File: src/source/lspc_defines.svh
`ifndef LSPC_DEFINES_SVH
`define LSPC_DEFINES_SVH

// Raster geometry, NTSC timing
`define LSPC_H_TOTAL        384     // Pixels per line, 4 clocks each
`define LSPC_V_TOTAL        264     // Lines per frame

// Sync and blanking limits
`define LSPC_HSYNC_END      29      // First pixel past the sync pulse
`define LSPC_VBLANK_START   240     // First blanked line
`define LSPC_CHBL_START     320     // First blanked pixel of a line

// Slow VRAM geometry
`define LSPC_VRAM_AW        15      // 32K words

// Fix map lives at word 0x7000 of slow VRAM
// Map address is base, column, row
`define LSPC_FIX_BASE       4'b1110

`endif

File: src/source/timingPkg.sv
`include "lspc_defines.svh"

package timingPkg;

	// Pixel position within a line
	typedef logic [$clog2(`LSPC_H_TOTAL)-1:0] hCountT;

	// Line number within a frame
	typedef logic [$clog2(`LSPC_V_TOTAL)-1:0] vCountT;

	// Raster position broadcast to every block
	typedef struct packed
	{
		hCountT hCount;         // Current pixel
		vCountT vCount;         // Current line
		logic [1:0] pixPhase;   // Clock within the pixel
	} rasterT;

endpackage

File: src/source/videoSync.sv
`include "lspc_defines.svh"

module videoSync
(
	input  logic CLK_24M,
	input  logic RESETP,
	output timingPkg::rasterT raster,
	output logic hsync,
	output logic vblank,
	output logic chbl
);

	timingPkg::hCountT hNext;   // Counter values after this edge
	timingPkg::vCountT vNext;
	logic pixEnd;               // Last clock of a pixel
	logic lineEnd;              // Last clock of a line

	assign pixEnd = (raster.pixPhase == 2'd3);
	assign lineEnd = pixEnd && (raster.hCount == timingPkg::hCountT'(`LSPC_H_TOTAL - 1));

	always_comb
	begin
		hNext = raster.hCount;
		vNext = raster.vCount;
		if (lineEnd)
			hNext = '0;
		else if (pixEnd)
			hNext = raster.hCount + 1'b1;
		// Line counter steps on the H wrap
		if (lineEnd)
		begin
			if (raster.vCount == timingPkg::vCountT'(`LSPC_V_TOTAL - 1))
				vNext = '0;
			else
				vNext = raster.vCount + 1'b1;
		end
	end

	// Flags decoded from the next counts, so they line up with the counters
	always_ff @(posedge CLK_24M)
	begin
		if (RESETP)
		begin
			raster <= '0;
			hsync <= 1'b1;      // Pixel 0 is inside the pulse
			vblank <= 1'b0;
			chbl <= 1'b0;
		end
		else
		begin
			raster.pixPhase <= raster.pixPhase + 2'd1;  // Free running 24/4
			raster.hCount <= hNext;
			raster.vCount <= vNext;
			hsync <= (hNext < `LSPC_HSYNC_END);
			vblank <= (vNext >= `LSPC_VBLANK_START);
			chbl <= (hNext >= `LSPC_CHBL_START);
		end
	end

endmodule

File: config.mk
export PLATFORM = sky130hd
export DESIGN_NAME = videoSync
export DESIGN_NICKNAME = d
export VERILOG_FILES = /design/src/source/timingPkg.sv /design/src/source/videoSync.sv
export VERILOG_INCLUDE_DIRS = /design/src /design/src/source
export SDC_FILE = /design/constraint.sdc
export NUM_CORES = 1
export LEC_CHECK = 0
export ABC_AREA = 0
export BUFFER_PORTS_ARGS = -buffer_cell sky130_fd_sc_hd__buf_2
export CAP_MARGIN = 20
export CORE_MARGIN = 10
export CORE_UTILIZATION = 52
export DETAILED_ROUTE_END_ITERATION = 7
export HOLD_SLACK_MARGIN = 0.03
export PLACE_DENSITY = 0.87
export SYNTH_ARGS = -nofsm -noshare
export SYNTH_HDL_FRONTEND = slang
export SYNTH_SLANG_ARGS = --single-unit
File: constraint.sdc
create_clock -name CLK_24M -period 1.95 [get_ports CLK_24M]
set_input_delay 0.2925 -clock CLK_24M [delete_from_list [all_inputs] [get_ports CLK_24M]]
set_output_delay 0.2925 -clock CLK_24M [all_outputs]
set_load 0.01 [all_outputs]
==> results.yml <==
outcome:
  run_status: "complete, no violations"
sta:
  clock-skew-final_ns: 0.00341
  final-max-slew-violation-count: 0
  max_freq_mhz: 549
  timing.hold.ws_ns: 0.334
  final_hold_fails: 0
  slew-limit-headroom_pct: 74.3
  setup_tns_ns: 0
  fin_crit_sh_pct: 93.3
  layout_min_cycle_time_ns: 1.82
  setup_violation_total_in_the_final_timing_report: 0
  timing_worst_slew_pin_value_ns: 0.382
  fin_ws_ns: 0.130
  rsz0062_at_grt: "false"
critical_path:
  critPathSlowestCell: "sky130_fd_sc_hd__dfxtp_1"
  cp_data_required_time_ns: 2.17
  crit_fanout: 8
  reg2reg_slack_ns: 0.13
  critPathLaunchType: "flip-flop"
  crit_type: "flip-flop to flip-flop"
  crit_end_category: "flip-flop"
  arrival_time_at_the_worst_endpoint_ns: 2.04
  worstPathCellList: "ha_2 > nand2_1 > nor3_4 > nand4_1 > xor2_1 > o41ai_2"
  cpPeakStageDelay_ns: 0.37
  reg2regPathDepth: 6
detailed_routing:
  post_drt_wl_per_cell_um: 14.4
  drt_iter0_drc: 31
  number_of_remaining_drc_errors: 0
  route.detailed.vias_per_inst: 5.55
  ant_nets: 0
  wl_um: 2680
  drt_pre_antenna_iters: 7
  vias: 1033
pwr:
  static-leakage-power_nw: 0.624
  swShare_pct: 23.5
  p_sw_mw: 0.174
  power-per-cell-area_nw_per_um2: 541
  p_clk_share_pct: 30.1
  total_power_mw: 0.742
  internal-power_mw: 0.568
  share_seq_of_total_power_pct: 64.5
  worst_ir_drop_vdd_mv: 0.543
  combinationalPowerShare_pct: 5.4
worst_hold_path:
  hold_depth: 2
  worstHoldPathType: "input pin to flip-flop"
layout:
  antenna_cells_inserted: 0
  drive_above_1_share_pct: 27.2
  layout.nets: 164
  final.fill_count: 194
  layout-area-overhead-vs-synth_pct: 18.7
global_routing:
  grt_pass1_wl_um: 4460
  grt_start_max_net_pins: 20
  grt-ovfl-total: 0
  gr-usage-all-layers_pct: 12.2
  grt_pass1_vias: 963
  grt_antenna_before_repair: 0
yosys:
  synth_area_per_cell_sq_um: 8.82
  synthesis.area_sq_um: 1150
  yosys_warns: 0
  syn_inst: 131
  ys_seq_area_share_pct: 39.9
  synth.net_count: 136
  ys_ff_latch: 23
  ys_types: 38
clocking:
  number_of_sinks_handled_by_clock_tree_synthesis: 23
  ctsRootBufferMaster: "sky130_fd_sc_hd__clkbuf_4"
  insertion_delay_ns: 0.31
  cts.path.max_buffers: 2
  cts_tree: "yes"
  clkTransAtPathRegs_ns: 0.13
  cts_inserted_buffers: 3
  h_tree_depth_reported_by_cts: 1
floorplanning:
  die_width_um: 67.1
  die_area_sq_um: 4510
  core_footprint_sq_um: 2170
  floorplan.initialDensity_pct: 53.2
  num_rows: 17
  chipHeight_um: 67.1
  io_pins: 25
job:
  max_cap_violations: 0
place:
  dp.final_hpwl_um: 1930
  place_worst_setup_slack_ns: 0.106
  gpl.final_weighted_congestion: 0.832
  io_buffers: 24
per-stage QoR:
step	cell area, sq um	utilization, %	std cells
after global placement	1320	60.7	180
after detailed placement	1320	60.7	180
after floorplan	1150	-	131
after global routing	1370	63.2	186
final	1370	63.2	186
after CTS	1350	62.0	184
layout by cell type, fill, tap and decap left out, types with 2 or more instances in the layout:
master,instances
sky130_fd_sc_hd__a41oi_1,2
sky130_fd_sc_hd__ha_1,2
sky130_fd_sc_hd__o21ai_1,2
sky130_fd_sc_hd__nand3_1,8
sky130_fd_sc_hd__xor2_1,9
sky130_fd_sc_hd__mux2i_1,2
sky130_fd_sc_hd__nand2_1,9
sky130_fd_sc_hd__clkbuf_4,3
sky130_fd_sc_hd__o22ai_1,2
sky130_fd_sc_hd__nand3b_1,3
sky130_fd_sc_hd__buf_2,24
sky130_fd_sc_hd__nor3_1,9
sky130_fd_sc_hd__buf_4,9
sky130_fd_sc_hd__inv_1,3
sky130_fd_sc_hd__a21oi_1,2
sky130_fd_sc_hd__nor2b_1,2
sky130_fd_sc_hd__and3_1,3
sky130_fd_sc_hd__nand4_1,4
sky130_fd_sc_hd__dfxtp_1,23
sky130_fd_sc_hd__xnor2_1,5
sky130_fd_sc_hd__nor2_1,13
power groups by stage:
stage / logic, mW / clock network, mW / registers (mW)
floorplan: 0.0243 / 0 / 0.492
global route: 0.0443 / 0.245 / 0.479
global placement: 0.0387 / 0 / 0.488
finish: 0.0401 / 0.223 / 0.478
CTS: 0.0406 / 0.229 / 0.479
detailed placement: 0.0405 / 0 / 0.489
layout make-up:
cell class	count	area [sq um]	share of cell area, %
tap	28	35.0	2.55
inverter	3	11.3	0.821
sequential	23	460	33.6
clock inverter	1	5.00	0.365
multi-input combinational	95	649	47.4
timing repair buffer	33	188	13.7
clock buffer	3	22.5	1.64
layer usage:
layer | vias up | part of all wire, % | GRT usage, %
met2 | 24 | 49 | 20.4
met4 | 0 | 1.1 | 4.10
li1 | 514 | - | -
met3 | 4 | 5.7 | 3.85
met1 | 491 | 44 | 14.5
met5 | - | 0 | 0
final timing paths:
kind,from,to
worst max-delay path,raster[12],vblank
worst max register to register,raster[12],vblank
worst min-delay path,RESETP,raster[0]
worst min register to register,raster[0],raster[0]
cell families (layout without fill, tap and decap cells):
group	count (synthesis)	in the layout	synth area share (%)
buffers and inverters	13	40	4.88
adder cells (fa/ha/maj)	3	3	3.25
multiplexers	3	3	2.71
AO/OA/AOI/OAI	15	15	9.97
flip-flops	23	23	39.9
AND/OR/NAND/NOR	60	60	28.7
XOR/XNOR	14	14	10.6
critical path, delay by kind of cell, from the launching register on:
kind	cells	cell delay, ns
and+or+nand+nor	3	0.61
DFF	1	0.37
AOI/OAI and AO/OA	1	0.31
adders and majority gates	1	0.26
xor gates and xnor gates	1	0.18
cells in the mapped netlist:
cell type,n,area (sq um)
sky130_fd_sc_hd__nand4_2,1,12.5
sky130_fd_sc_hd__mux2i_1,2,20.0
sky130_fd_sc_hd__nor4_1,1,6.26
sky130_fd_sc_hd__a31oi_1,1,6.26
sky130_fd_sc_hd__dfxtp_1,23,460
sky130_fd_sc_hd__or3b_1,1,8.76
sky130_fd_sc_hd__a41o_1,1,10.0
sky130_fd_sc_hd__inv_1,3,11.3
sky130_fd_sc_hd__nor3b_1,1,7.51
sky130_fd_sc_hd__nand3_1,8,40.0
sky130_fd_sc_hd__and4_1,1,8.76
sky130_fd_sc_hd__nor4_2,1,12.5
sky130_fd_sc_hd__buf_2,6,30.0
sky130_fd_sc_hd__clkbuf_1,3,11.3
sky130_fd_sc_hd__and2_1,1,6.26
sky130_fd_sc_hd__nand2b_1,1,6.26
sky130_fd_sc_hd__nand3b_1,3,22.5
sky130_fd_sc_hd__xnor2_1,5,43.8
sky130_fd_sc_hd__nor2b_1,2,12.5
sky130_fd_sc_hd__nand2_1,9,33.8
sky130_fd_sc_hd__nor3_4,1,16.3
sky130_fd_sc_hd__nor2_1,13,48.8
sky130_fd_sc_hd__a41oi_1,2,17.5
sky130_fd_sc_hd__o41ai_2,1,16.3
sky130_fd_sc_hd__buf_1,1,3.75
sky130_fd_sc_hd__mux2_1,1,11.3
sky130_fd_sc_hd__a21oi_1,2,10.0
sky130_fd_sc_hd__o31ai_1,1,7.51
sky130_fd_sc_hd__nand4_1,4,25.0
sky130_fd_sc_hd__a32oi_1,1,8.76
sky130_fd_sc_hd__and3_1,3,18.8
sky130_fd_sc_hd__a21o_1,1,7.51
sky130_fd_sc_hd__nor3_1,9,45.0
sky130_fd_sc_hd__a31o_2,1,8.76
sky130_fd_sc_hd__o22ai_1,2,12.5
sky130_fd_sc_hd__ha_1,3,37.5
sky130_fd_sc_hd__xor2_1,9,78.8
sky130_fd_sc_hd__o21ai_1,2,10.0
flip-flops by register name (all words and copies together) (netlist names):
name    cells
hsync       1
raster     20
chbl        1
vblank      1
what timing repair did:
item | CTS | global route
hold buffers | 0 | 0
resized for setup | 0 | 2
setup buffers | 0 | 2
setup endpoints to repair | 0 | 2
(Power assumes the default switching activity.)
