`config.mk`:
```
export PLATFORM = sky130hd
export DESIGN_NAME = fixFetch
export DESIGN_NICKNAME = d
export VERILOG_FILES = /design/src/source/timingPkg.sv /design/src/source/vramPkg.sv /design/src/source/fixFetch.sv
export VERILOG_INCLUDE_DIRS = /design/src /design/src/source
export SDC_FILE = /design/constraint.sdc
export NUM_CORES = 1
export LEC_CHECK = 0
export BUFFER_PORTS_ARGS = -buffer_cell sky130_fd_sc_hd__buf_2
export CAP_MARGIN = 10
export CORE_ASPECT_RATIO = 0.75
export CORE_MARGIN = 2
export CORE_UTILIZATION = 40
export DETAILED_ROUTE_END_ITERATION = 10
export GPL_TIMING_DRIVEN = 1
export PLACE_DENSITY_LB_ADDON = 0.15
export REMOVE_ABC_BUFFERS = 1
export SLEW_MARGIN = 20
export SYNTH_ARGS = -nofsm -noshare
export SYNTH_HDL_FRONTEND = slang
export SYNTH_SLANG_ARGS = --single-unit
```
`constraint.sdc`:
```
create_clock -name CLK_24M -period 1.4 [get_ports CLK_24M]
set_input_delay 0.28 -clock CLK_24M [delete_from_list [all_inputs] [get_ports CLK_24M]]
set_output_delay 0.28 -clock CLK_24M [all_outputs]
set_load 0.02 [all_outputs]
```
`src/source/lspc_defines.svh`:
```
`ifndef LSPC_DEFINES_SVH
`define LSPC_DEFINES_SVH

// Raster geometry, NTSC timing
`define LSPC_H_TOTAL        384     // Pixels per line, 4 clocks each
`define LSPC_V_TOTAL        264     // Lines per frame

// Sync and blanking limits
`define LSPC_HSYNC_END      29      // First pixel past the sync pulse
`define LSPC_VBLANK_START   240     // First blanked line
`define LSPC_CHBL_START     320     // First blanked pixel of a line

// Slow VRAM geometry
`define LSPC_VRAM_AW        15      // 32K words

// Fix map lives at word 0x7000 of slow VRAM
// Map address is base, column, row
`define LSPC_FIX_BASE       4'b1110

`endif

```
`src/source/timingPkg.sv`:
```
`include "lspc_defines.svh"

package timingPkg;

	// Pixel position within a line
	typedef logic [$clog2(`LSPC_H_TOTAL)-1:0] hCountT;

	// Line number within a frame
	typedef logic [$clog2(`LSPC_V_TOTAL)-1:0] vCountT;

	// Raster position broadcast to every block
	typedef struct packed
	{
		hCountT hCount;         // Current pixel
		vCountT vCount;         // Current line
		logic [1:0] pixPhase;   // Clock within the pixel
	} rasterT;

endpackage

```
`src/source/vramPkg.sv`:
```
`include "lspc_defines.svh"

package vramPkg;

	// Word address into slow VRAM
	typedef logic [`LSPC_VRAM_AW-1:0] vramAddrT;

	// Request from a peer, held until ack
	typedef struct packed
	{
		logic valid;
		logic write;            // Read when low
		vramAddrT addr;
		logic [15:0] wdata;
	} vramReqT;

	// Response back to a peer
	typedef struct packed
	{
		logic ack;              // Single cycle
		logic [15:0] rdata;     // Valid with ack
	} vramRspT;

	// Fix map entry fields
	typedef struct packed
	{
		logic [3:0] palette;
		logic [11:0] tile;
	} fixFieldsT;

	// Same VRAM word, raw for the CPU or split for the fix fetcher
	typedef union packed
	{
		logic [15:0] raw;
		fixFieldsT fix;
	} fixEntryU;

endpackage

```
`src/source/fixFetch.sv`:
```
`include "lspc_defines.svh"

module fixFetch
(
	input  logic CLK_24M,
	input  logic RESETP,
	input  timingPkg::rasterT raster,
	output vramPkg::vramReqT fixReq,
	input  vramPkg::vramRspT fixRsp,
	output logic [15:0] fixRomAddr,
	output logic [3:0] fixPal
);

	vramPkg::fixEntryU entry;   // Returned map word
	logic [11:0] tileQ;         // Tile of the current column
	logic columnStart;          // First clock of an 8-pixel column

	assign columnStart = (raster.hCount[2:0] == 3'd0) && (raster.pixPhase == 2'd0);
	assign entry.raw = fixRsp.rdata;

	// Read only, write and wdata stay cleared
	always_ff @(posedge CLK_24M)
	begin
		if (RESETP)
			fixReq <= '0;
		else if (fixRsp.ack)
			fixReq.valid <= 1'b0;
		else if (columnStart)
		begin
			fixReq.valid <= 1'b1;   // Served in phase 0 of the next pixel
			fixReq.addr <= {`LSPC_FIX_BASE, raster.hCount[8:3], raster.vCount[7:3]};
		end
	end

	always_ff @(posedge CLK_24M)
	begin
		if (fixRsp.ack)
		begin
			tileQ <= entry.fix.tile;
			fixPal <= entry.fix.palette;
		end
	end

	// Half-tile and row bits follow the raster
	assign fixRomAddr = {raster.hCount[2], raster.vCount[2:0], tileQ};

endmodule

```
==> results of run 1 <==
[placed cells by master (no fill, tap or decap), drive strengths merged]
master and instances:
a21oi 1, and3b 1, buf 68, clkbuf 7
clkinv 1, conb 18, dfxtp 13, edfxtp 16
mux2i 11, nand2b 22, nor2 1, nor3 2
o21ba 1
[kinds of logic (layout without fill, tap and decap cells)]
| logic type | after synthesis | in the layout |
|---|---|---|
| compound gates | 2 | 2 |
| other cells | 1 | 18 |
| buf+inv | 28 | 76 |
| mux | 11 | 11 |
| simple gates | 26 | 26 |
| flops | 29 | 29 |
[metal layers]
metal | wire (µm) | vias up
met5 | 0 | -
met4 | 27 | 0
met3 | 249 | 2
met2 | 1110 | 52
met1 | 866 | 357
li1 | - | 404
[Yosys cell counts (all sizes together)]
cell type	number	area share, %
o21ba	1	0.80
buf	26	17
and3b	1	0.70
nor2	1	0.30
mux2i	11	8.8
edfxtp	16	38
dfxtp	13	21
conb	1	0.30
nand2b	22	11
a21oi	1	0.40
clkbuf	2	0.60
nor3	2	1.2
[sequential cells by signal (all words and copies together), names as in the netlist]
name    count
tileQ      12
fixReq     13
fixPal      4
[worst paths after layout]
path | from | end | cells after the start
max | tileQ[9] | fixRomAddr[9] | 1
min | fixRsp[1] | tileQ[1] | 1
max reg2reg | fixReq[26] | fixReq[26] | 2
min reg2reg | fixReq[24] | fixReq[24] | 2
[cell type report]
type	instances	area (µm²)	share of cell area (%)
clock buffers	7	96.3	6.00
flip-flops and latches	29	741	46.1
multi-input cells	57	358	22.3
well taps	38	47.5	2.96
repair buffers	68	358	22.3
clock inverters	1	5.00	0.312
[where the power goes]
part | internal (mW) | switching (mW) | total [mW]
logic | 0.0802 | 0.146 | 0.226
registers | 0.942 | 0.00947 | 0.952
clock network | 0.443 | 0.301 | 0.744
total | 1.47 | 0.457 | 1.92
==> impl_metrics.py, run 1 <==
metrics = {
    "floorplan": {
        "fp.dieH_um": 52.5,
        "io_pins": 92,
        "initial_utilization_pct": 42.4,
        "die_width_um": 68.6,
        "num_rows": 17,
        "design.die.area_um2": 3600,
        "floorplan.core_area_um2": 2960,
    },
    "clocking": {
        "clk-insertion-delay-late_ns": 0.27,
        "postCtsSetupBuffers": 0,
        "tritoncts_num_sinks": 29,
        "cts_buffers": 5,
        "cts_root_buf": "sky130_fd_sc_hd__clkbuf_8",
        "cts_tree": "done",
        "cts.reportedPaths.clkPinSlew_ns": 0.06,
        "cts_htree_levels": 2,
        "cts_hold_buffers": 0,
        "cts-resized-gates": 0,
        "cts.path.max_buffers": 2,
    },
    "synth": {
        "syn_inst": 97,
        "post_synth_fa_ha_maj_area_fraction_pct": 0,
        "synth_compound_area_share_pct": 1.20,
        "synth.ff_latch_count": 29,
        "post_synth_and_or_nand_nor_area_fraction_pct": 13.2,
        "yosysUniqueCellTypes": 15,
        "synth_seq_area_share_pct": 59.1,
        "synth-xor-area-share_pct": 0,
        "synth.mux.area_fraction_pct": 8.78,
        "largest_family_of_logic_cells_by_synthesized_area": "buffers and inverters",
        "synth_area_um2": 1250,
        "average_cell_area_after_synthesis_um2": 12.9,
        "yosys_warnings": 0,
    },
    "finish": {
        "layout-area-overhead-vs-synth_pct": 28.0,
        "fin_nets": 200,
        "final_util_pct": 54.3,
        "post_route_cells_drive_above_1_share_pct": 47.5,
        "instances_no_fill": 200,
        "final_cell_area_um2": 1610,
        "final.fill_count": 278,
        "antenna_cells": 0,
    },
    "detailed_routing": {
        "avgViaCountPerCell": 4.08,
        "drt-pass1-iter-count": 3,
        "wl_per_cell_um": 11.3,
        "drt-initial-drc-count": 28,
        "drt_wl_total_um": 2250,
        "ant_nets": 0,
        "post-route-drc-count": 0,
        "num_vias": 815,
    },
    "setup_path": {
        "timing.critical_path.cells": "buf_2",
        "crit_path_max_fanout": 1,
        "cp.buffers_inverters": 1,
        "cp_top_family": "flip-flops",
        "timing.setup.critical_path_class": "reg -> out",
        "startpoint_class_of_the_critical_path": "flop",
        "timing.critical_path.arrival_ns": 0.81,
        "crit_path_end_kind": "output pin",
        "slowest_stage": "sky130_fd_sc_hd__edfxtp_1",
        "critPathRequiredTime_ns": 1.12,
        "slowest_delay_ns": 0.37,
        "r2r_setup_slack_ns": 0.80,
    },
    "place": {
        "pre_cts_slack_ns": 0.127,
        "place.detailed.hpwl_um": 1660,
        "number_of_input_and_output_port_buffers_inserted": 66,
        "finalWeightedCongestion": 0.593,
        "number_of_placed_cells_counting_well_taps": 192,
        "dpl_cell_area_um2": 1500,
    },
    "timing": {
        "hold_viol": 0,
        "hold-worst-slack_ns": 0.177,
        "final.setup_skew_ns": 0,
        "timing.final.ws_setup_ns": 0.307,
        "grt_setup_unrepaired": "false",
        "finalSetupViolations": 0,
        "period_needed_ns": 1.09,
        "fmax_mhz": 915,
        "totalNegativeSetupSlack_ns": 0,
        "min_period_over_period_pct": 78.1,
        "slew_violations": 0,
    },
    "global_route": {
        "grt_pass1_wl_um": 3250,
        "met2_usage_grt_pct": 22.0,
        "initial_antenna_violation_count": 0,
        "grt-busiest-layer": "met2",
        "overall_global_routing_usage_pct": 13.5,
        "gr-total-overflow": 0,
        "met1_usage_pct": 13.9,
        "groute.layer.met3.usage_pct": 7.53,
        "via_count_of_the_first_global_routing_pass": 714,
        "grt_max_degree": 25,
    },
    "run": {
        "max_cap_viols": 0,
    },
    "worst_hold_path": {
        "hold_path.class": "in -> reg",
    },
    "power": {
        "power_density_nw_per_um2": 1200,
        "total_leakage_power_nw": 0.759,
        "post-layout-total-power_mw": 1.92,
        "ir_worst_vdd_v": 0.000556,
    },
    "outcome": {
        "run_status": "finished, final reports clean",
    },
}
No activity file was read; power rests on OpenSTA's default activity.
==> run 2, diff against run 1 <==
clock period = 1.05 ns   (was 1.4 ns; I/O delays follow)
==> run 2 against run 1 <==
  * Non-clock buffer count unchanged
  * Critical path depth did not move
  * Utilization grew 0.80 points
  * Wire length down 4.3%
  * Sequential cell count is the same
  * Register-to-register slack worse by 0.35 ns
  * Clock power up 45%
  * Combinational power increased by 38%
  * Critical path type unchanged
  * Largest power group unchanged
==> impl_metrics.py, run 2 (synthesis results as in run 1) <==
metrics = {
    "outcome": {
        "run_status": "finished, final reports clean",
    },
    "setup_path": {
        "critPathRequiredTime_ns": 0.84,
        "crit_path_end_kind": "output pin",
        "timing.critical_path.arrival_ns": 0.80,
        "slowest_stage": "sky130_fd_sc_hd__dfxtp_1",
        "timing.critical_path.cells": "buf_2",
        "timing.setup.critical_path_class": "reg -> out",
        "startpoint_class_of_the_critical_path": "flop",
        "slowest_delay_ns": 0.36,
        "crit_path_max_fanout": 4,
        "r2r_setup_slack_ns": 0.45,
        "cp_top_family": "flip-flops",
        "cp.buffers_inverters": 1,
    },
    "timing": {
        "final.setup_skew_ns": 0,
        "timing.final.ws_setup_ns": 0.0370,
        "fmax_mhz": 987,
        "totalNegativeSetupSlack_ns": 0,
        "min_period_over_period_pct": 96.5,
        "grt_setup_unrepaired": "true",
        "period_needed_ns": 1.01,
        "finalSetupViolations": 0,
        "slew_violations": 0,
        "hold_viol": 0,
    },
    "global_route": {
        "grt_pass1_wl_um": 3150,
        "gr-total-overflow": 0,
        "initial_antenna_violation_count": 0,
        "grt_max_degree": 25,
        "overall_global_routing_usage_pct": 12.7,
        "via_count_of_the_first_global_routing_pass": 696,
    },
    "place": {
        "finalWeightedCongestion": 0.592,
        "place.detailed.hpwl_um": 1650,
        "number_of_placed_cells_counting_well_taps": 192,
        "number_of_input_and_output_port_buffers_inserted": 66,
        "pre_cts_slack_ns": -0.129,
    },
    "power": {
        "internal_power_component_mw": 2.07,
        "ir_worst_vdd_v": 0.000909,
        "power_density_nw_per_um2": 1640,
        "p_clk_share_pct": 40.6,
        "total_leakage_power_nw": 0.764,
        "power_frac_comb_pct": 11.7,
        "power.sequential.fraction_pct": 47.7,
        "switching_fraction_pct": 22.3,
        "p_switching_mw": 0.593,
    },
    "finish": {
        "instances_no_fill": 200,
        "post_route_cells_drive_above_1_share_pct": 46.3,
        "registers.top_by_ff_count": "fixReq",
        "most_common_cell_after_layout_fill_and_taps_aside": "sky130_fd_sc_hd__buf_2",
        "mostFrequentLayoutCells": "sky130_fd_sc_hd__buf_2 (63), sky130_fd_sc_hd__nand2b_1 (22), sky130_fd_sc_hd__conb_1 (18), sky130_fd_sc_hd__edfxtp_1 (16), sky130_fd_sc_hd__dfxtp_1 (13)",
        "largest_register_ffs": 13,
        "antenna_cells": 0,
        "fin_nets": 200,
        "layout-area-overhead-vs-synth_pct": 29.9,
        "top_regs": "fixReq x13, tileQ x12, fixPal x4",
    },
    "floorplan": {
        "design.die.area_um2": 3600,
        "num_rows": 17,
        "die_width_um": 68.6,
        "initial_utilization_pct": 42.4,
        "fp.dieH_um": 52.5,
        "io_pins": 92,
        "floorplan.core_area_um2": 2960,
    },
    "detailed_routing": {
        "wl_per_cell_um": 10.8,
        "drt_wl_total_um": 2160,
        "avgViaCountPerCell": 4.12,
        "num_vias": 823,
        "drt-pass1-iter-count": 4,
        "ant_nets": 0,
        "post-route-drc-count": 0,
        "drt-initial-drc-count": 31,
    },
    "clocking": {
        "cts_root_buf": "sky130_fd_sc_hd__clkbuf_8",
        "tritoncts_num_sinks": 29,
        "cts.path.max_buffers": 2,
        "cts_htree_levels": 2,
        "clk-insertion-delay-late_ns": 0.27,
        "cts_tree": "done",
        "cts_hold_buffers": 0,
        "cts.reportedPaths.clkPinSlew_ns": 0.06,
        "postCtsSetupBuffers": 0,
        "cts-resized-gates": 0,
        "cts_buffers": 5,
    },
    "worst_hold_path": {
        "hold_path.class": "in -> reg",
    },
    "run": {
        "max_cap_viols": 0,
    },
}
[run 2: changes by cell type in the layout (fill, tap and decap cells not counted)]
cell	before	now
sky130_fd_sc_hd__clkbuf_8	7	5
sky130_fd_sc_hd__buf_2	66	63
sky130_fd_sc_hd__clkbuf_1	0	1
sky130_fd_sc_hd__clkinv_1	0	1
sky130_fd_sc_hd__clkinv_2	1	0
sky130_fd_sc_hd__buf_6	0	3
sky130_fd_sc_hd__bufinv_16	0	1
[run 2: area by class of cell]
type / count / area (µm²)
Multi-Input combinational cell: 57 / 358
Fill cell: 266 / 1330
Tap cell: 38 / 47.5
Clock buffer: 6 / 72.6
Clock inverter: 2 / 33.8
Sequential cell: 29 / 741
Timing Repair Buffer: 68 / 377
[run 2: through the flow]
| stage | util (%) | instance area (µm²) | total power [mW] | hold WS, ns |
|---|---|---|---|---|
| finish | 55.1 | 1630 | 2.67 | 0.117 |
| global placement | 50.9 | 1500 | 1.59 | 0.387 |
| detailed placement | 50.9 | 1500 | 1.60 | 0.388 |
| floorplan | - | 1100 | 1.46 | 0.287 |
| CTS | 54.5 | 1610 | 2.70 | 0.105 |
| global route | 55.1 | 1630 | 2.78 | 0.101 |
[run 2: worst paths after layout]
path,to,cells past startpoint,startpoint
worst max-delay path,fixReq[29],1,fixReq[28]
worst min register to register,fixReq[20],2,fixReq[20]
worst min-delay path,tileQ[1],1,fixRsp[1]
worst max register to register,fixReq[28],1,fixReq[28]
[run 2: routing by layer]
metal / up-vias / routed length [µm] / GRT usage [%]
met5: - / 0 / 0
met4: 0 / 27 / 6.00
met3: 2 / 194 / 5.38
met2: 46 / 1090 / 21.2
met1: 369 / 840 / 13.8
li1: 406 / - / -
[run 2: power groups by stage]
stage / clock, mW / sequential, mW / combinational (mW)
5_1_grt: 1.17 / 1.28 / 0.335
3_3_place_gp: 0 / 1.29 / 0.300
6_report: 1.08 / 1.27 / 0.312
2_1_floorplan: 0 / 1.37 / 0.0874
4_1_cts: 1.12 / 1.27 / 0.306
3_5_place_dp: 0 / 1.29 / 0.305
