$ cat config.mk
export PLATFORM = sky130hd
export DESIGN_NAME = lspcRegs
export DESIGN_NICKNAME = d
export VERILOG_FILES = /design/src/source/timingPkg.sv /design/src/source/vramPkg.sv /design/src/source/lspcRegs.sv
export VERILOG_INCLUDE_DIRS = /design/src /design/src/source
export SDC_FILE = /design/constraint.sdc
export NUM_CORES = 1
export LEC_CHECK = 0
export BUFFER_PORTS_ARGS = -buffer_cell sky130_fd_sc_hd__buf_4
export CAP_MARGIN = 20
export CORE_MARGIN = 2
export CORE_UTILIZATION = 40
export DETAILED_ROUTE_END_ITERATION = 16
export MAX_ROUTING_LAYER = met4
export PLACE_DENSITY = 0.6
export SETUP_SLACK_MARGIN = 0.02
export SYNTH_ARGS = -nofsm -noshare
export SYNTH_HDL_FRONTEND = slang
export SYNTH_SLANG_ARGS = --single-unit
$ cat constraint.sdc
create_clock -name CLK_24M -period 2.65 [get_ports CLK_24M]
set_input_delay 0.265 -clock CLK_24M [delete_from_list [all_inputs] [get_ports CLK_24M]]
set_output_delay 0.265 -clock CLK_24M [all_outputs]
set_load 0.005 [all_outputs]
$ cat src/source/lspc_defines.svh
`ifndef LSPC_DEFINES_SVH
`define LSPC_DEFINES_SVH

// Raster geometry, NTSC timing
`define LSPC_H_TOTAL        384     // Pixels per line, 4 clocks each
`define LSPC_V_TOTAL        264     // Lines per frame

// Sync and blanking limits
`define LSPC_HSYNC_END      29      // First pixel past the sync pulse
`define LSPC_VBLANK_START   240     // First blanked line
`define LSPC_CHBL_START     320     // First blanked pixel of a line

// Slow VRAM geometry
`define LSPC_VRAM_AW        15      // 32K words

// Fix map lives at word 0x7000 of slow VRAM
// Map address is base, column, row
`define LSPC_FIX_BASE       4'b1110

`endif

$ cat src/source/timingPkg.sv
`include "lspc_defines.svh"

package timingPkg;

	// Pixel position within a line
	typedef logic [$clog2(`LSPC_H_TOTAL)-1:0] hCountT;

	// Line number within a frame
	typedef logic [$clog2(`LSPC_V_TOTAL)-1:0] vCountT;

	// Raster position broadcast to every block
	typedef struct packed
	{
		hCountT hCount;         // Current pixel
		vCountT vCount;         // Current line
		logic [1:0] pixPhase;   // Clock within the pixel
	} rasterT;

endpackage

$ cat src/source/vramPkg.sv
`include "lspc_defines.svh"

package vramPkg;

	// Word address into slow VRAM
	typedef logic [`LSPC_VRAM_AW-1:0] vramAddrT;

	// Request from a peer, held until ack
	typedef struct packed
	{
		logic valid;
		logic write;            // Read when low
		vramAddrT addr;
		logic [15:0] wdata;
	} vramReqT;

	// Response back to a peer
	typedef struct packed
	{
		logic ack;              // Single cycle
		logic [15:0] rdata;     // Valid with ack
	} vramRspT;

	// Fix map entry fields
	typedef struct packed
	{
		logic [3:0] palette;
		logic [11:0] tile;
	} fixFieldsT;

	// Same VRAM word, raw for the CPU or split for the fix fetcher
	typedef union packed
	{
		logic [15:0] raw;
		fixFieldsT fix;
	} fixEntryU;

endpackage

$ cat src/source/lspcRegs.sv
`include "lspc_defines.svh"

module lspcRegs
(
	input  logic CLK_24M,
	input  logic RESETP,
	input  logic [2:0] cpuAddr,
	input  logic [15:0] cpuDataIn,
	input  logic cpuWe,
	input  logic cpuOe,
	output logic [15:0] cpuDataOut,
	output logic vramBusy,
	input  timingPkg::rasterT raster,
	output vramPkg::vramReqT cpuReq,
	input  vramPkg::vramRspT cpuRsp
);

	vramPkg::vramAddrT vramAddr;    // Current CPU VRAM pointer
	logic [15:0] vramMod;           // Step after each data write
	vramPkg::fixEntryU readBuf;     // Last prefetched word
	logic stepPending;              // Write acked, prefetch not yet issued
	logic vramStrobe;               // Accepted access to reg 0 or 1
	logic [15:0] readMux;

	assign vramStrobe = cpuWe && !vramBusy && (cpuAddr == 3'd0 || cpuAddr == 3'd1);

	// Pending access latch, set by the strobe, cleared by the ack pulse
	always_ff @(posedge CLK_24M)
	begin
		if (RESETP)
		begin
			cpuReq <= '0;
			vramAddr <= '0;
			vramMod <= '0;
			vramBusy <= 1'b0;
			stepPending <= 1'b0;
		end
		else
		begin
			if (cpuRsp.ack)
			begin
				cpuReq.valid <= 1'b0;
				if (cpuReq.write)
				begin
					vramAddr <= vramAddr + vramMod[`LSPC_VRAM_AW-1:0];  // 15-bit wrap
					stepPending <= 1'b1;
				end
				else
					vramBusy <= 1'b0;   // Prefetch is always the last access
			end
			else if (stepPending)
			begin
				cpuReq.valid <= 1'b1;   // Auto prefetch at the new pointer
				cpuReq.write <= 1'b0;
				cpuReq.addr <= vramAddr;
				stepPending <= 1'b0;
			end
			else if (vramStrobe)
			begin
				vramBusy <= 1'b1;
				cpuReq.valid <= 1'b1;
				if (cpuAddr == 3'd0)
				begin
					vramAddr <= cpuDataIn[`LSPC_VRAM_AW-1:0];
					cpuReq.write <= 1'b0;
					cpuReq.addr <= cpuDataIn[`LSPC_VRAM_AW-1:0];
				end
				else
				begin
					cpuReq.write <= 1'b1;
					cpuReq.addr <= vramAddr;
					cpuReq.wdata <= cpuDataIn;
				end
			end

			if (cpuWe && cpuAddr == 3'd2)
				vramMod <= cpuDataIn;
		end
	end

	always_comb
	begin
		case (cpuAddr)
			3'd0, 3'd1: readMux = readBuf.raw;
			3'd2: readMux = vramMod;
			3'd3: readMux = {raster.vCount, 7'd0};  // Live line count
			default: readMux = 16'h0000;
		endcase
	end

	always_ff @(posedge CLK_24M)
	begin
		if (cpuRsp.ack && !cpuReq.write)
			readBuf.raw <= cpuRsp.rdata;
		if (cpuOe)
			cpuDataOut <= readMux;  // Valid the cycle after the strobe
	end

endmodule

==> results of run 1 <==
## worst min-delay path by stage
stage                    start  slack, ps                    end  cells after the start
floorplan            cpuRsp[0]        360   readBuf[0]$_DFFE_PP_                      0
global placement    cpuRsp[12]        450  readBuf[12]$_DFFE_PP_                      1
detailed placement   cpuRsp[9]        440   readBuf[9]$_DFFE_PP_                      1
CTS                 cpuRsp[11]         90  readBuf[11]$_DFFE_PP_                      1
global route        cpuRsp[11]         90  readBuf[11]$_DFFE_PP_                      1
finish              cpuRsp[11]        100  readBuf[11]$_DFFE_PP_                      1
## state kept, by name, summed over array words and instances (netlist names)
register,cells
cpuReq,33
cpuDataOut,16
readBuf,16
vramMod,16
vramAddr,15
stepPending,1
vramBusy,1
## where the power goes
| group | switching (mW) | internal (mW) | leakage (nW) | total, mW |
|---|---|---|---|---|
| combinational | 0.165 | 0.148 | 1.36 | 0.313 |
| sequential | 0.0289 | 1.61 | 0.854 | 1.64 |
| clock | 0.540 | 0.748 | 0.144 | 1.29 |
## cells in the final DEF (no fill, tap or decap), types with 2 or more instances in the layout
cell / count
xor2_1: 2
dfxtp_1: 66
inv_4: 2
inv_1: 5
edfxtp_1: 32
o211ai_1: 2
buf_4: 102
xnor2_1: 10
a221oi_1: 2
nor3_1: 5
o22ai_1: 4
nand3_1: 2
and3_1: 4
o21ai_0: 8
clkbuf_16: 9
nand2b_1: 8
nor2_1: 55
nand4_1: 3
mux2i_1: 33
a21o_1: 6
a21oi_1: 45
ha_1: 14
nand2_1: 46
a211oi_1: 32
nand3b_1: 8
a22oi_1: 18
nor2b_1: 2
## routing by layer
layer / wire, microns / GRT usage [%] / up-vias
li1: - / - / 1866
met1: 4880 / 22.8 / 1792
met2: 5570 / 30.4 / 103
met3: 448 / 3.61 / 22
met4: 250 / 6.67 / 0
met5: 0 / - / -
## worst register-to-register path: cells and delay by family, from the launching register on
family | cells | cell delay, ps
AOI/OAI and AO/OA | 3 | 400
and+or+nand+nor | 4 | 860
DFF | 1 | 380
adders and majority gates | 2 | 590
buffers and inverters | 1 | 60
## cells by family (layout without fill, tap and decap cells)
| family | Yosys count | count (layout) | share of synthesized area [%] |
|---|---|---|---|
| AO/OA/AOI/OAI | 125 | 125 | 17.9 |
| XOR/XNOR | 12 | 12 | 2.31 |
| adder cells (fa/ha/maj) | 15 | 15 | 4.28 |
| buffers and inverters | 36 | 125 | 3.30 |
| flip-flops | 98 | 98 | 50.1 |
| multiplexers | 33 | 33 | 7.25 |
| AND/OR/NAND/NOR | 143 | 143 | 14.9 |
## area by class of cell
class | instances | area share (%)
inverter | 6 | 0.396
clock inverter | 4 | 0.880
tap | 140 | 3.08
sequential | 98 | 40.1
multi-input combinational | 328 | 37.6
timing repair buffer | 103 | 13.7
clock buffer | 12 | 4.24
## Yosys cell counts (2+ instances only)
library cell and instances:
o211ai_1 2, nand2b_1 8, nor2_1 55, a211oi_1 32, mux2i_1 33, ha_1 14
nand2_1 46, o22ai_1 4, nand3_1 2, nand3b_1 8, o21ai_0 8, a221oi_1 2
xor2_1 2, clkbuf_1 24, a21oi_1 45, xnor2_1 10, a22oi_1 18, edfxtp_1 32
and3_1 4, dfxtp_1 66, buf_2 3, inv_1 5, nor2b_1 2, a21o_1 6
nor3_1 5, nand4_1 3
==> impl_metrics.ini, run 1 <==
[outcome]
outcome = completed

[placement]
place_ws_ps = 272
io_buffers = 98
place_area_sq_mm = 0.00538
dpl.hpwl_mm = 8.25
gp_congestion = 0.869
placed_cells = 674

[yosys]
synthArstFlopShare_pct = 0
avgSynthCellArea_sq_um = 9.86
syn_area_sq_mm = 0.00456
synth_seq_cells = 98
synth_enable_flop_cells = 32
ys_top_cells_by_area = dfxtp_1 29%, edfxtp_1 21%, mux2i_1 7.3%
synth_top_cell_by_area = dfxtp_1
syn_inst = 462
synth_flop_cell = dfxtp_1
synth_cell_types = 49
yosysTopAreaCellShare_pct = 29.0
yosysSeqAreaShare_pct = 50.1
synth_nets = 537
synth_warnings = 0

[floorplan]
core_area_sq_mm = 0.0110
start_util_pct = 41.5
die_y_microns = 111
io_pins = 110
die_x_microns = 111
row_count = 38
die_area_sq_mm = 0.0123

[setup_path]
start_kind = register
cp_slowest_cell = fa_1
crit_path_max_fanout = 3
crit_family = simple AND/OR/NAND/NOR gates
cp.depth = 10
cp.required_ps = 2870
critPathMaxStageDelay_ps = 400
reg2reg_from = vramAddr[0]$_SDFFE_PP0P_
critPathBufInv = 1
crit_end = vramAddr[14]$_SDFFE_PP0P_
worstPathCellList = ha_1 > inv_1 > fa_1 > nor2b_1 > o211ai_1 > nand3b_1 > a2111oi_0 > nor4_1 > nand4_1 > o311a_1
endpoint_kind = register
worstRegToRegCells = 10
critical_path_class = reg -> reg
rrSetupSlack_ps = 270
crit_start = vramAddr[0]$_SDFFE_PP0P_
cp.arrival_ps = 2600
reg2reg_to = vramAddr[14]$_SDFFE_PP0P_

[sta]
setup_ws_ps = 271
clock.fmax_ghz = 0.420
finClkSkew_ps = 8.78
setup_viol = 0
slew_headroom_pct = 53.4
drv_slew = 0
fin_tns_setup_ps = 0
tightestPinTransition_ps = 698
timing.hold.ws_ps = 103
period_share_pct = 89.8
hold_violations = 0
rsz0062_at_grt = no
period_minus_slack_ps = 2380

[global_route]
overflow = 0
grt_antenna_before_repair = 0
grt_pass1_wl_mm = 17.9
track_usage_pct = 18.5
grt_max_degree = 68
first_global_vias = 3573

[layout]
instances_no_fill = 691
stdcell_area_sq_mm = 0.00569
multi_input_area_sq_mm = 0.00214
fill_cells = 1038
areaGrowthSynthToFinish_pct = 24.9
diodes = 0
drive_above_1_share_pct = 22.3
fin_nets = 621
regArea_sq_mm = 0.00228
final_util_pct = 51.8

[cts]
htreeDepth = 3
cts_setup_buffers = 0
clk_latency_ps = 340
clock_sinks = 98
clkSlewWorstSetupHoldPaths_ps = 60
root_buffer = clkbuf_16
ctsResizeCount = 0
clk_path_buf_depth = 2
numCtsBuffers = 9
holdBufCountCts = 0
cts_tree = done

[power_and_ir_drop]
powerDensity_mw_per_mm2 = 570
peakVddDrop_uv = 267
power_mw = 3.24
p_leak_nw = 2.36

[job]
cap_viol_max_count = 0

[detailed_routing]
ant_nets = 0
drtIter0Drc = 227
wl_mm = 11.1
routedWlPerCell_microns = 16.1
drc = 0
firstDrtPassIters = 5
via_count = 3783
vias_per_cell = 5.47

[hold_path]
hold_class = in -> reg
(Power assumes the default switching activity.)
==> run 2: changes to the inputs <==
--- a/config.mk
+++ b/config.mk
@@ -9,10 +9,10 @@
 export BUFFER_PORTS_ARGS = -buffer_cell sky130_fd_sc_hd__buf_4
 export CAP_MARGIN = 20
 export CORE_MARGIN = 2
-export CORE_UTILIZATION = 40
+export CORE_UTILIZATION = 50
 export DETAILED_ROUTE_END_ITERATION = 16
 export MAX_ROUTING_LAYER = met4
-export PLACE_DENSITY = 0.6
+export PLACE_DENSITY = 0.72
 export SETUP_SLACK_MARGIN = 0.02
 export SYNTH_ARGS = -nofsm -noshare
 export SYNTH_HDL_FRONTEND = slang
==> impl_metrics.ini, run 2 (synthesized netlist as in run 1, its figures left out) <==
[outcome]
outcome = completed

[sta]
fin_tns_setup_ps = 0
period_share_pct = 91.7
clock.fmax_ghz = 0.411
hold_violations = 0
period_minus_slack_ps = 2430
rsz0062_at_grt = no
drv_slew = 0
setup_ws_ps = 219
slew_headroom_pct = 54.3
setup_viol = 0
finClkSkew_ps = 7.67
tightestPinTransition_ps = 685

[cts]
numCtsBuffers = 9
clk_latency_ps = 350
htreeDepth = 3
clock_sinks = 98
ctsResizeCount = 0
holdBufCountCts = 0
root_buffer = clkbuf_8
clkSlewWorstSetupHoldPaths_ps = 90
clk_path_buf_depth = 2
cts_setup_buffers = 0
cts_tree = done

[placement]
dpl.hpwl_mm = 7.99
io_buffers = 98
gp_congestion = 0.859
place_ws_ps = 249

[layout]
final_common_cell = buf_4
drive_above_1_share_pct = 22.3
final_util_pct = 63.4
regMostFlops = cpuReq
diodes = 0
fin_nets = 622
layout_common_cells = 103 x buf_4, 66 x dfxtp_1, 55 x nor2_1
fill_cells = 751
largest_reg_flops = 33
areaGrowthSynthToFinish_pct = 22.1

[floorplan]
die_area_sq_mm = 0.00989
die_x_microns = 99.5
core_area_sq_mm = 0.00876
io_pins = 110
start_util_pct = 52.0
row_count = 34
die_y_microns = 99.5

[detailed_routing]
ant_nets = 0
firstDrtPassIters = 5
wl_mm = 10.9
via_count = 3753
drtIter0Drc = 154
vias_per_cell = 5.69
drc = 0
routedWlPerCell_microns = 16.5

[global_route]
grt_max_degree = 68
overflow = 0
first_global_vias = 3670
grt_pass1_wl_mm = 17.9
track_usage_pct = 23.3
grt_antenna_before_repair = 0

[setup_path]
critPathMaxStageDelay_ps = 410
crit_path_max_fanout = 3
critPathBufInv = 1
worstPathCellList = ha_1 > inv_1 > fa_1 > nor2b_1 > o211ai_1 > nand3b_1 > a2111oi_0 > nor4_1 > nand4_1 > o311a_1
critical_path_class = reg -> reg
start_kind = register
endpoint_kind = register
cp.required_ps = 2890
crit_family = simple AND/OR/NAND/NOR gates
cp_slowest_cell = fa_1
cp.arrival_ps = 2670

[power_and_ir_drop]
p_leak_nw = 2.31
powerDensity_mw_per_mm2 = 524
peakVddDrop_uv = 284

[hold_path]
hold_class = in -> reg

[job]
cap_viol_max_count = 0
[run 2: changes by cell type in the layout (fill, tap and decap cells not counted)]
cell	before	now
clkinv_2	0	1
clkbuf_16	9	0
clkinv_1	1	2
buf_4	102	103
inv_4	2	0
clkinvlp_4	1	2
clkbuf_8	0	10
clkbuf_2	1	0
clkbuf_4	1	0
[run 2: layout make-up]
cell class                      count  area, sq um  area share, %
Clock buffer                       11          141           2.54
Clock inverter                      5         53.8          0.968
Inverter                            6         22.5          0.405
Multi-Input combinational cell    328         2140           38.4
Sequential cell                    98         2280           41.0
Tap cell                          108          135           2.43
Timing Repair Buffer              104          788           14.2
[run 2: layer usage]
| metal | up-vias | share of wire (%) | routed length (microns) | global-route usage [%] |
|---|---|---|---|---|
| met2 | 102 | 52 | 5700 | 40.4 |
| met1 | 1780 | 42 | 4570 | 28.7 |
| met5 | - | 0 | 0 | - |
| li1 | 1859 | - | - | - |
| met4 | 0 | 1.0 | 111 | 5.90 |
| met3 | 12 | 4.6 | 502 | 3.30 |
[run 2: per-stage QoR]
stage | power (mW) | instance area [sq um] | std cells | hold slack, ps
detailed placement | 1.99 | 5350 | 643 | 444
global placement | 1.98 | 5350 | 643 | 444
finish | 2.92 | 5560 | 660 | 79.8
floorplan | 1.83 | 4560 | 462 | 364
CTS | 2.94 | 5550 | 659 | 73.3
global route | 3.03 | 5560 | 660 | 64.9
[run 2: worst paths after layout]
check	startpoint	depth (start not counted)	endpoint	slack [ps]
setup / recovery	vramMod[0]$_SDFFE_PP0P_	10	vramAddr[14]$_SDFFE_PP0P_	220
hold / removal	cpuRsp[11]	1	readBuf[11]$_DFFE_PP_	80
setup reg to reg	vramMod[0]$_SDFFE_PP0P_	10	vramAddr[14]$_SDFFE_PP0P_	220
hold reg to reg	vramMod[15]$_SDFFE_PP0P_	2	vramMod[15]$_SDFFE_PP0P_	480
[run 2: report_power, final]
part	internal, mW	switching (mW)	total [mW]
registers	1.61	0.0282	1.64
logic	0.149	0.167	0.315
clock network	0.458	0.504	0.962
total	2.22	0.698	2.92
